## config.mk

```make
export PLATFORM = sky130hd
export DESIGN_NAME = hawk_top
export DESIGN_NICKNAME = d
export VERILOG_FILES = /design/src/logic/hawk_pkg.sv /design/src/logic/hawk_free_lst_ptrs.sv /design/src/logic/hawk_pgrd_mngr.sv /design/src/logic/hawk_top.sv
export VERILOG_INCLUDE_DIRS = /design/src /design/src/logic
export SDC_FILE = /design/constraint.sdc
export NUM_CORES = 1
export LEC_CHECK = 0
export ABC_AREA = 1
export BUFFER_PORTS_ARGS = -buffer_cell sky130_fd_sc_hd__buf_2
export CAP_MARGIN = 20
export CORE_MARGIN = 4
export CORE_UTILIZATION = 25
export DETAILED_ROUTE_END_ITERATION = 8
export SLEW_MARGIN = 20
export SYNTH_ARGS = -nofsm -noshare
export SYNTH_HDL_FRONTEND = slang
export SYNTH_SLANG_ARGS = --single-unit
```

## constraint.sdc

```tcl
create_clock -name clk_i -period 28.7 [get_ports clk_i]
set_clock_uncertainty 0.1 [all_clocks]
set_input_delay 5.74 -clock clk_i [delete_from_list [all_inputs] [get_ports clk_i]]
set_output_delay 5.74 -clock clk_i [all_outputs]
set_load 0.02 [all_outputs]
```

## src/logic/hawk_params.svh

```systemverilog
// widths, memory map and free-list sizing for the page-guard manager
// include in any file that needs a width or a base address
`ifndef HAWK_PARAMS_SVH
`define HAWK_PARAMS_SVH

// axi read port, one 64-byte cache line per beat
`define HAWK_AXI_DATA_WIDTH 512
`define HAWK_AXI_ADDR_WIDTH 48
`define HAWK_AXI_RESP_WIDTH 2

// physical page address held in att and free-list slots
`define HAWK_PPA_WIDTH 36

// start of the host page region, hppa below this is illegal
`define HAWK_HPPA_BASE 48'h0001_0000_0000

// att lines, eight 64-bit slots per line
`define HAWK_ATT_START 48'h0000_4000_0000

// free-list lines, four 128-bit slots per line
`define HAWK_LIST_START 48'h0000_8000_0000

// free-list ring
// pointer width must cover LST_ENTRY_MAX slots
`define HAWK_LST_ENTRY_MAX 64
`define HAWK_LST_PTR_WIDTH 6

`endif

```

## src/logic/hawk_pkg.sv

```systemverilog
// shared packet types and state encodings for the page-guard manager
// referenced by scoped name from the RTL and the testbench
`include "hawk_params.svh"

package hawk_pkg;

	// lookup strobe from the requester
	typedef struct packed {
		logic                            lookup;
		logic [`HAWK_AXI_ADDR_WIDTH-1:0] hppa;
	} att_lkup_reqpkt_t;

	// read address channel plus rready, driven by the manager
	typedef struct packed {
		logic                            arvalid;
		logic [`HAWK_AXI_ADDR_WIDTH-1:0] addr;
		logic                            rready;
	} axi_rd_reqpkt_t;

	// memory side ready
	typedef struct packed {
		logic arready;
	} axi_rd_rdypkt_t;

	// read data channel, single beat
	typedef struct packed {
		logic                            rvalid;
		logic                            rlast;
		logic [`HAWK_AXI_RESP_WIDTH-1:0] rresp;
		logic [`HAWK_AXI_DATA_WIDTH-1:0] rdata;
	} axi_rd_resppkt_t;

	// page state kept in an att slot
	typedef enum logic [1:0] {
		sts_uncomp = 2'd0,
		sts_dalloc = 2'd1,
		sts_comp   = 2'd2
	} att_sts_t;

	// one 64-bit att slot, ppa in the low bits
	typedef struct packed {
		logic                       valid;
		att_sts_t                   sts;
		logic [24:0]                rsvd;
		logic [`HAWK_PPA_WIDTH-1:0] ppa;
	} att_entry_t;

	// one 128-bit free-list slot
	typedef struct packed {
		logic [91:0]                rsvd;
		logic [`HAWK_PPA_WIDTH-1:0] ppa;
	} lst_entry_t;

	typedef struct packed {
		logic [`HAWK_LST_PTR_WIDTH-1:0] head;
		logic [`HAWK_LST_PTR_WIDTH-1:0] tail;
	} free_lst_ptrs_t;

	// translation result, strobes are one cycle wide
	typedef struct packed {
		logic                            allow_access;
		logic                            tbl_update;
		logic                            comp_pending;
		logic                            no_free;
		logic                            att_hit;
		att_sts_t                        sts;
		logic [`HAWK_PPA_WIDTH-1:0]      ppa;
		logic [`HAWK_AXI_ADDR_WIDTH-1:0] hppa;
	} trnsl_reqpkt_t;

	typedef enum logic [3:0] {
		idle             = 4'd0,
		lookup_att       = 4'd1,
		wait_att_entry   = 4'd2,
		decode_att_entry = 4'd3,
		pop_free_lst     = 4'd4,
		wait_lst_entry   = 4'd5,
		allocate_ppa     = 4'd6,
		bus_error        = 4'd7
	} pgrd_state_t;

endpackage

```

## src/logic/hawk_free_lst_ptrs.sv

```systemverilog
// head and tail of the free-page ring kept in memory
// pop advances head, push advances tail, both wrap at the slot count
`timescale 1ns/1ps
`include "hawk_params.svh"

module hawk_free_lst_ptrs (
	input  logic                     clk_i,
	input  logic                     rst_ni,
	input  logic                     lst_pop,
	input  logic                     free_push,
	output hawk_pkg::free_lst_ptrs_t lst_ptrs,
	output logic                     lst_empty
);

	logic [`HAWK_LST_PTR_WIDTH-1:0] head_q;
	logic [`HAWK_LST_PTR_WIDTH-1:0] tail_q;
	logic [`HAWK_LST_PTR_WIDTH-1:0] head_nxt;
	logic [`HAWK_LST_PTR_WIDTH-1:0] tail_nxt;
	logic                           lst_full;

	// next slot in the ring
	function automatic logic [`HAWK_LST_PTR_WIDTH-1:0] ptr_inc(
		input logic [`HAWK_LST_PTR_WIDTH-1:0] ptr
	);
		if (ptr == `HAWK_LST_PTR_WIDTH'(`HAWK_LST_ENTRY_MAX - 1)) begin
			return '0;
		end
		return ptr + 1'b1;
	endfunction

	assign head_nxt = ptr_inc(head_q);
	assign tail_nxt = ptr_inc(tail_q);

	// list starts empty, pushes must come first
	always_ff @(posedge clk_i or negedge rst_ni) begin
		if (!rst_ni) begin
			head_q <= '0;
			tail_q <= '0;
		end else begin
			if (lst_pop) begin
				head_q <= head_nxt;
			end
			if (free_push) begin
				tail_q <= tail_nxt;
			end
		end
	end

	assign lst_empty     = (head_q == tail_q);
	// one slot stays unused so full and empty differ
	assign lst_full      = (tail_nxt == head_q);
	assign lst_ptrs.head = head_q;
	assign lst_ptrs.tail = tail_q;

	// manager only pops after seeing lst_empty low
	a_no_pop_empty: assert property (@(posedge clk_i) disable iff (!rst_ni)
		lst_pop |-> !lst_empty);

	a_no_push_full: assert property (@(posedge clk_i) disable iff (!rst_ni)
		free_push |-> !lst_full);

endmodule

```

## src/logic/hawk_pgrd_mngr.sv

```systemverilog
// page-guard lookup FSM that reads the att line of a host page and decodes its slot
// grants access on an uncompressed hit and pops a free page on a miss
`timescale 1ns/1ps
`include "hawk_params.svh"

module hawk_pgrd_mngr (
	input  logic                       clk_i,
	input  logic                       rst_ni,
	input  hawk_pkg::att_lkup_reqpkt_t lkup_reqpkt,
	input  hawk_pkg::free_lst_ptrs_t   lst_ptrs,
	input  logic                       lst_empty,
	input  hawk_pkg::axi_rd_rdypkt_t   rd_rdypkt,
	input  hawk_pkg::axi_rd_resppkt_t  rd_resppkt,
	output hawk_pkg::axi_rd_reqpkt_t   rd_reqpkt,
	output hawk_pkg::trnsl_reqpkt_t    trnsl_reqpkt,
	output logic                       lst_pop,
	output logic                       pgrd_mngr_ready,
	output logic                       bus_error
);

	hawk_pkg::pgrd_state_t state_q;
	hawk_pkg::pgrd_state_t state_d;
	logic [`HAWK_AXI_ADDR_WIDTH-1:0] hppa_q;
	logic [`HAWK_AXI_ADDR_WIDTH-1:0] hppa_d;
	logic [`HAWK_AXI_ADDR_WIDTH-1:0] addr_q;
	logic [`HAWK_AXI_ADDR_WIDTH-1:0] addr_d;
	logic                            arvalid_q;
	logic                            arvalid_d;
	logic                            rready_q;
	logic [`HAWK_AXI_DATA_WIDTH-1:0] line_q;
	logic [`HAWK_AXI_DATA_WIDTH-1:0] line_d;
	hawk_pkg::trnsl_reqpkt_t         trnsl_q;
	hawk_pkg::trnsl_reqpkt_t         trnsl_d;
	hawk_pkg::att_entry_t            att_entry;
	hawk_pkg::lst_entry_t            lst_entry;
	logic                            rsp_done;
	logic                            rsp_err;
	logic                            result_pulse;

	// att line holding this page with 8 slots of 8 bytes per 64-byte line
	function automatic logic [`HAWK_AXI_ADDR_WIDTH-1:0] att_line_addr(
		input logic [`HAWK_AXI_ADDR_WIDTH-1:0] hppa
	);
		logic [`HAWK_AXI_ADDR_WIDTH-1:0] offs;
		offs = hppa - `HAWK_HPPA_BASE;
		return `HAWK_ATT_START + ((offs >> 3) << 6);
	endfunction

	// free-list line holding the head slot with 4 slots per line
	function automatic logic [`HAWK_AXI_ADDR_WIDTH-1:0] lst_line_addr(
		input logic [`HAWK_LST_PTR_WIDTH-1:0] head
	);
		return `HAWK_LIST_START + (`HAWK_AXI_ADDR_WIDTH'(head >> 2) << 6);
	endfunction

	function automatic hawk_pkg::att_entry_t att_slot(
		input logic [`HAWK_AXI_DATA_WIDTH-1:0] line,
		input logic [`HAWK_AXI_ADDR_WIDTH-1:0] hppa
	);
		logic [`HAWK_AXI_ADDR_WIDTH-1:0] offs;
		offs = hppa - `HAWK_HPPA_BASE;
		return line[offs[2:0]*64 +: 64];
	endfunction

	function automatic hawk_pkg::lst_entry_t lst_slot(
		input logic [`HAWK_AXI_DATA_WIDTH-1:0] line,
		input logic [`HAWK_LST_PTR_WIDTH-1:0]  head
	);
		return line[head[1:0]*128 +: 128];
	endfunction

	// only single-beat reads are issued so rvalid with rlast ends a read
	assign rsp_done  = rd_resppkt.rvalid && rd_resppkt.rlast;
	assign rsp_err   = (rd_resppkt.rresp != '0);
	assign att_entry = att_slot(line_q, hppa_q);
	// head holds still between decode and allocate since only push moves tail
	assign lst_entry = lst_slot(line_q, lst_ptrs.head);

	always_comb begin
		state_d   = state_q;
		hppa_d    = hppa_q;
		addr_d    = addr_q;
		line_d    = line_q;
		arvalid_d = 1'b0;
		trnsl_d   = '0;
		case (state_q)
			hawk_pkg::idle: begin
				if (lkup_reqpkt.lookup && pgrd_mngr_ready) begin
					hppa_d  = lkup_reqpkt.hppa;
					state_d = hawk_pkg::lookup_att;
				end
			end
			hawk_pkg::lookup_att: begin
				// arready low is the only back-pressure
				if (rd_rdypkt.arready && !arvalid_q) begin
					addr_d    = att_line_addr(hppa_q);
					arvalid_d = 1'b1;
					state_d   = hawk_pkg::wait_att_entry;
				end
			end
			hawk_pkg::wait_att_entry: begin
				if (rsp_done) begin
					if (rsp_err) begin
						state_d = hawk_pkg::bus_error;
					end else begin
						line_d  = rd_resppkt.rdata;
						state_d = hawk_pkg::decode_att_entry;
					end
				end
			end
			hawk_pkg::decode_att_entry: begin
				state_d = hawk_pkg::idle;
				if (att_entry.valid) begin
					case (att_entry.sts)
						hawk_pkg::sts_uncomp: begin
							trnsl_d.allow_access = 1'b1;
							trnsl_d.att_hit      = 1'b1;
							trnsl_d.sts          = att_entry.sts;
							trnsl_d.ppa          = att_entry.ppa;
							trnsl_d.hppa         = hppa_q;
						end
						hawk_pkg::sts_comp: begin
							// decompression not handled so flag it and drop back
							trnsl_d.comp_pending = 1'b1;
							trnsl_d.att_hit      = 1'b1;
							trnsl_d.sts          = att_entry.sts;
							trnsl_d.ppa          = att_entry.ppa;
							trnsl_d.hppa         = hppa_q;
						end
						// dalloc and the unused code give no result
						default: begin
							trnsl_d = '0;
						end
					endcase
				end else if (lst_empty) begin
					// no victim search so report and give up
					trnsl_d.no_free = 1'b1;
					trnsl_d.hppa    = hppa_q;
				end else begin
					state_d = hawk_pkg::pop_free_lst;
				end
			end
			hawk_pkg::pop_free_lst: begin
				if (rd_rdypkt.arready && !arvalid_q) begin
					addr_d    = lst_line_addr(lst_ptrs.head);
					arvalid_d = 1'b1;
					state_d   = hawk_pkg::wait_lst_entry;
				end
			end
			hawk_pkg::wait_lst_entry: begin
				if (rsp_done) begin
					if (rsp_err) begin
						state_d = hawk_pkg::bus_error;
					end else begin
						line_d  = rd_resppkt.rdata;
						state_d = hawk_pkg::allocate_ppa;
					end
				end
			end
			hawk_pkg::allocate_ppa: begin
				// new mapping goes in uncompressed and the same strobe pops the list
				trnsl_d.tbl_update = 1'b1;
				trnsl_d.sts        = hawk_pkg::sts_uncomp;
				trnsl_d.ppa        = lst_entry.ppa;
				trnsl_d.hppa       = hppa_q;
				state_d            = hawk_pkg::idle;
			end
			// sticky until reset
			hawk_pkg::bus_error: begin
				state_d = hawk_pkg::bus_error;
			end
			default: begin
				state_d = hawk_pkg::idle;
			end
		endcase
	end

	always_ff @(posedge clk_i or negedge rst_ni) begin
		if (!rst_ni) begin
			state_q   <= hawk_pkg::idle;
			arvalid_q <= 1'b0;
			rready_q  <= 1'b0;
			trnsl_q   <= '0;
		end else begin
			state_q   <= state_d;
			arvalid_q <= arvalid_d;
			// reads are only issued when wanted so the data channel never stalls
			rready_q  <= 1'b1;
			trnsl_q   <= trnsl_d;
		end
	end

	always_ff @(posedge clk_i) begin
		hppa_q <= hppa_d;
		addr_q <= addr_d;
		line_q <= line_d;
	end

	assign result_pulse = trnsl_q.allow_access || trnsl_q.tbl_update ||
		trnsl_q.comp_pending || trnsl_q.no_free;

	assign rd_reqpkt.arvalid = arvalid_q;
	assign rd_reqpkt.addr    = addr_q;
	assign rd_reqpkt.rready  = rready_q;
	assign trnsl_reqpkt      = trnsl_q;
	assign lst_pop           = trnsl_q.tbl_update;
	assign bus_error         = (state_q == hawk_pkg::bus_error);
	// ready returns the cycle after the result pulse
	assign pgrd_mngr_ready   = (state_q == hawk_pkg::idle) && !result_pulse;

	a_rlast_with_rvalid: assert property (@(posedge clk_i) disable iff (!rst_ni)
		rd_resppkt.rvalid |-> rd_resppkt.rlast);

	a_hppa_above_base: assert property (@(posedge clk_i) disable iff (!rst_ni)
		lkup_reqpkt.lookup |-> (lkup_reqpkt.hppa >= `HAWK_HPPA_BASE));

endmodule

```

## src/logic/hawk_top.sv

```systemverilog
// page-guard top: lookup FSM plus free-list pointers on one AXI read port
// the requester drives lookup and push strobes, memory answers the reads
`timescale 1ns/1ps

module hawk_top (
	input  logic                       clk_i,
	input  logic                       rst_ni,
	input  hawk_pkg::att_lkup_reqpkt_t lkup_reqpkt,
	input  logic                       free_push,
	input  hawk_pkg::axi_rd_rdypkt_t   rd_rdypkt,
	input  hawk_pkg::axi_rd_resppkt_t  rd_resppkt,
	output hawk_pkg::axi_rd_reqpkt_t   rd_reqpkt,
	output hawk_pkg::trnsl_reqpkt_t    trnsl_reqpkt,
	output logic                       pgrd_mngr_ready,
	output logic                       bus_error
);

	hawk_pkg::free_lst_ptrs_t lst_ptrs;
	logic                     lst_empty;
	// tbl_update strobe, advances head
	logic                     lst_pop;

	hawk_pgrd_mngr pgrd_mngr_i (
		.clk_i           (clk_i),
		.rst_ni          (rst_ni),
		.lkup_reqpkt     (lkup_reqpkt),
		.lst_ptrs        (lst_ptrs),
		.lst_empty       (lst_empty),
		.rd_rdypkt       (rd_rdypkt),
		.rd_resppkt      (rd_resppkt),
		.rd_reqpkt       (rd_reqpkt),
		.trnsl_reqpkt    (trnsl_reqpkt),
		.lst_pop         (lst_pop),
		.pgrd_mngr_ready (pgrd_mngr_ready),
		.bus_error       (bus_error)
	);

	hawk_free_lst_ptrs free_lst_ptrs_i (
		.clk_i     (clk_i),
		.rst_ni    (rst_ni),
		.lst_pop   (lst_pop),
		.free_push (free_push),
		.lst_ptrs  (lst_ptrs),
		.lst_empty (lst_empty)
	);

endmodule

```

# Word level (Yosys, flattened, before mapping)
# Index checks and enable logic that the tools add are counted.
# word_totals
word_cells	94
output_inout_bits	143
ff_bits	717
inputBits	569
# classes
add_sub_neg	5
eq_ne	16
n_shift	2
n_reduce_logical	20
mux	34
n_bitwise	1
# op_table
op	n
$shiftx A512 B10 Y36	1
$shiftx A512 B10 Y64	1
$mux W48	4
$pmux W86 S2	1
$pmux W48 S2	1
$mux W87	1
$add A31 B48 Y48 const A	1
$sub A45 B33 Y45 const B	1
$mux W39	1
$add A32 B10 Y33 const A	1
$pmux W4 S7	1
$mux W4	6
$mux W6	4
$eq A4 B3 Y1 const B	4
$add A6 B1 Y6 const B	2
$eq A6 B6 Y1 const B	2
$mux W3	4
$mux W1	10
$ne A2 B1 Y1 const B	5
$eq A4 B2 Y1 const B	2
$eq A6 B6 Y1	1
$reduce_and A3 Y1	2
$reduce_or A2 Y1	3
$reduce_and A5 Y1	1
11 further kinds	18

# Depth between registers and ports, before layout
# logic_depth
word_depth	8
ltp_mapped	13
depth_no_buf	12

# Hierarchy
# A second synthesis with hierarchy kept.
# unflattened
hier_cells	2026
hier_area_um2	22041.1
# modules_own_cells
mod	n_inst	area_per_inst_um2	cells_per_inst	seq_area_each_um2
hawk_pgrd_mngr	1	21331.7	1921	14473.9
hawk_free_lst_ptrs	1	709.4	105	300.3

# Worst setup path after synthesis
# OpenSTA, ideal clock, no wires.
# synth_timing
path_kind	input -> register
start	input rd_resppkt[513] (netlist bit)
end	register pgrd_mngr_i.line_q[0] (enable)
required_ns	27.171
stages	2
t_arrival_ns	28.478
slack_ns	-1.307
setup_time_ns	1.429
n_path_buf	0
cell_sequence	or2_2 -> nor3b_1
# synth_via
elab_chain_len	3
# synth_lines
element	line_no	text
from (decl)	hawk_top.sv:11	input hawk_pkg::axi_rd_resppkt_t rd_resppkt,
$reduce_bool A2 Y1	hawk_pgrd_mngr.sv:74	assign rsp_err = (rd_resppkt.rresp != '0);
$not A1 Y1 (no line)	-	
$reduce_and A3 Y1 (no line)	-	
to (signal assigned)	hawk_pgrd_mngr.sv:196	line_q <= line_d;
to (decl)	hawk_pgrd_mngr.sv:30	logic [`HAWK_AXI_DATA_WIDTH-1:0] line_q;
# No other way between the ends.
# A chain may end at the register's enable or synchronous reset.

# Final worst setup path
# layout_timing
start	input rd_resppkt[513] (netlist bit)
end	register pgrd_mngr_i.line_q[152] (enable)
# Same word-level chain as after synthesis.

==> results.md <==
- DR iter-0 viols: 912
- Final Max Tran Viols: 0
- Compound-gate portion of the synthesized area: 13.9%
- Layout Cells excl Fill: 3415
- DR vias: 15300
- Post-CTS setup buffer count: 0
- CTS Buf Count: 56
- Hold buffers post-CTS: 0
- Synth Cell Area: about 0.021 mm2
- Fin. Hold Viols: 0
- Min cycle time layout: 8.58 ns
- Vias in the first global route: approximately 15000
- Slew HR: 33.8%
- Worst-path clk slew: 0.06 ns
- Die width: 296 um
- Worst setup path category: in2reg
- CTS tree: done
- Post-Synthesis Cells: 1806
- Die height: 296 um
- Internal power: 1.45 mW
- # fillers: 8328
- Sw Share: 31.4%
- Status: complete, no violations
- Post-synthesis sequential element count: between 500 and 600
- Drt via density: 4.49
- P per Cell Area: between 80 and 90 mW/mm2
- Final antenna-violating net count: 0
- Worst Path Required: 28.84 ns
- RSZ-0062 raised after global routing: false
- Multiplexer share of the synthesized area: 0%
- Setup-failing EPs final: 0
- Share of layout cells above drive strength 1: 27.6%
- Reg power frac: roughly 44%
- Core footprint: 0.0822 mm2
- Yosys top cell by area: edfxtp_1
- CTS root buf: clkbuf_16
- GRT Util Overall: between 10% and 20%
- GP Congestion: 0.911
- Area contributors post-synth: edfxtp_1, dfrtp_1, o21ai_0
- Post-Synth XOR/XNOR Area: 0.421%
- Worst Tran Pin Value: between 0.9 and 1 ns
- Commonest non-fill, non-tap cells in the layout: buf_2, edfxtp_1, o21ai_0
- Register area share after synthesis: about 71%
- Peak supply drop: ~0.000052 V
- Crit share post-route: approximately 30%
- Clock sinks: 510
- Post-route setup TNS: 0 ns
- Startpoint types: input port
- Total power: 2.11 mW
- Max Root-Sink Buffers: 3
- Critical Path Sink Type: register
- Main combinational cell family by area after synthesis: compound AO/OA/AOI/OAI gates
- Clock latency on the worst-skew pair: roughly 0.61 ns
- Synth Area in Adders: 0.241%
- Placed Cells: 3304
- Pleak: 11.2 nW
- YS warnings: 0
- Number of H-tree levels: 2
- Top-Level Pins: 712
- Sw power: approximately 660 uW
- Initial Util: around a quarter
- Initial antenna violation count: 23
- Ys flop type: edfxtp_1
- Fin nets: between 2000 and 3000
- Commonest non-fill, non-tap cell in the layout: buf_2
- Post-CTS sizing: 0
- Num rows: 105
- Clock group share of total power: 35.0%
- Simple-gate share of the synthesized area: under 10%
- CP Data Arrival Time: 8.72 ns
- Die area: ~0.088 mm2
- Post-Syn Area per Cell: 11.5 um2
- Post-place setup slack: 19.48 ns
- Drt total wl: 65800 um
- Ys async rst share: about a fifth
- EDFF count, synth: 402
- 1st-pass router iterations: 5
- Pin count of the biggest net entering global routing: 151
- Detailed-route DRC error count: 0
- Total congestion overflow: 0
- First-pass GRT wire length: 93100 um
- Hold Crit Class: reg2reg
- Logic gate share of total power: 21.5%
- DPL Wire Length: approximately 45000 um
- Routed length per placed instance: just under 20 um
- Post-synthesis cell type count: 35
- Setup ws final: 20.12 ns
- Max_cap viols: 0
- CP Max Fanout: 72
- Max Clk Rate: 116 MHz
- Layout area overhead: 26.6%
- Port Buffers: between 500 and 600
- Yosys top cell area share: 58.1%
## area by class of cell
class / count / area (um2) / area share, %
repair buffers: 530 / 2730 / 10.4
flip-flops and latches: 510 / 14800 / 56.1
well taps: 1070 / 1340 / 5.09
clock buffers: 68 / 1480 / 5.61
multi-input cells: 1039 / 4960 / 18.9
diodes: 5 / 12.5 / 0.0475
clock inverters: 38 / 424 / 1.61
inverters: 155 / 589 / 2.24
## final timing paths
path                                                  start                                     end  slack, ns  cells past startpoint
setup / recovery                            rd_resppkt[513]       pgrd_mngr_i.line_q[152]$_DFFE_PP_      20.12                      6
hold / removal             pgrd_mngr_i.hppa_q[45]$_DFFE_PP_  pgrd_mngr_i.trnsl_reqpkt[45]$_DFF_PN0_       0.37                      2
setup reg to reg            pgrd_mngr_i.hppa_q[0]$_DFFE_PP_  pgrd_mngr_i.trnsl_reqpkt[50]$_DFF_PN0_      24.81                     11
hold reg to reg            pgrd_mngr_i.hppa_q[45]$_DFFE_PP_  pgrd_mngr_i.trnsl_reqpkt[45]$_DFF_PN0_       0.37                      2
max in group asynchronous                            rst_ni  pgrd_mngr_i.trnsl_reqpkt[36]$_DFF_PN0_      22.18                      2
min in group asynchronous                            rst_ni  pgrd_mngr_i.trnsl_reqpkt[11]$_DFF_PN0_       5.05                      1
## cells in the mapped netlist, drive strengths merged, types with 4 or more instances
cell type,count
xor2,9
a21oi,204
nor3,12
nor2,194
edfxtp,402
dfrtp,108
or2,4
a21o,35
nand2,206
inv,154
nand3,37
ha,4
o21ai,315
clkbuf,58
buf,50
## kinds of logic after synthesis
family                     count (synthesis)
xor gates and xnor gates                  10
DFF                                      510
AOI/OAI and AO/OA                        558
buffers and inverters                    263
other                                      2
adders and majority gates                  4
and+or+nand+nor                          459
## worst max-delay path, cell delays in order
cell and delay (ns):
buf_2 0.09, or2_2 0.36, nor3b_4 0.40, buf_4 0.51, buf_4 0.80, buf_4 0.68
## registers in the layout, summed over array words and instances, names as in the netlist
name	count
pgrd_mngr_i.addr_q	42
pgrd_mngr_i.hppa_q	48
pgrd_mngr_i.state_q	3
pgrd_mngr_i.line_q	312
free_lst_ptrs_i.tail_q	6
pgrd_mngr_i.rready_q	1
pgrd_mngr_i.arvalid_q	1
pgrd_mngr_i.trnsl_reqpkt	90
pgrd_mngr_i.lst_pop	1
free_lst_ptrs_i.head_q	6
## layer usage
layer	vias to the layer above	wire length, um	global-route usage (%)
met5	-	233	0
met1	7192	26500	17.5
li1	7244	-	-
met2	697	30200	23.5
met3	167	6770	4.66
met4	32	2010	5.01
## power by group through the flow
stage	Sequential, mW	Clock (mW)	Combinational (mW)
2_1_floorplan	0.985	0	0.225
3_3_place_gp	0.935	0	0.458
3_5_place_dp	0.936	0	0.459
4_1_cts	0.922	0.761	0.461
5_1_grt	0.928	0.791	0.502
6_report	0.920	0.740	0.454
## per-stage QoR
| step | cell area, um2 | hold WS, ns | util (%) |
|---|---|---|---|
| 5_1_grt | 26300 | 0.392 | 32.0 |
| 2_1_floorplan | 20800 | 0.348 | - |
| 3_3_place_gp | 24400 | 0.357 | 29.7 |
| 3_5_place_dp | 24400 | 0.365 | 29.7 |
| 4_1_cts | 26300 | 0.384 | 32.0 |
| 6_report | 26300 | 0.375 | 32.0 |
No activity file was read; power rests on OpenSTA's default activity.
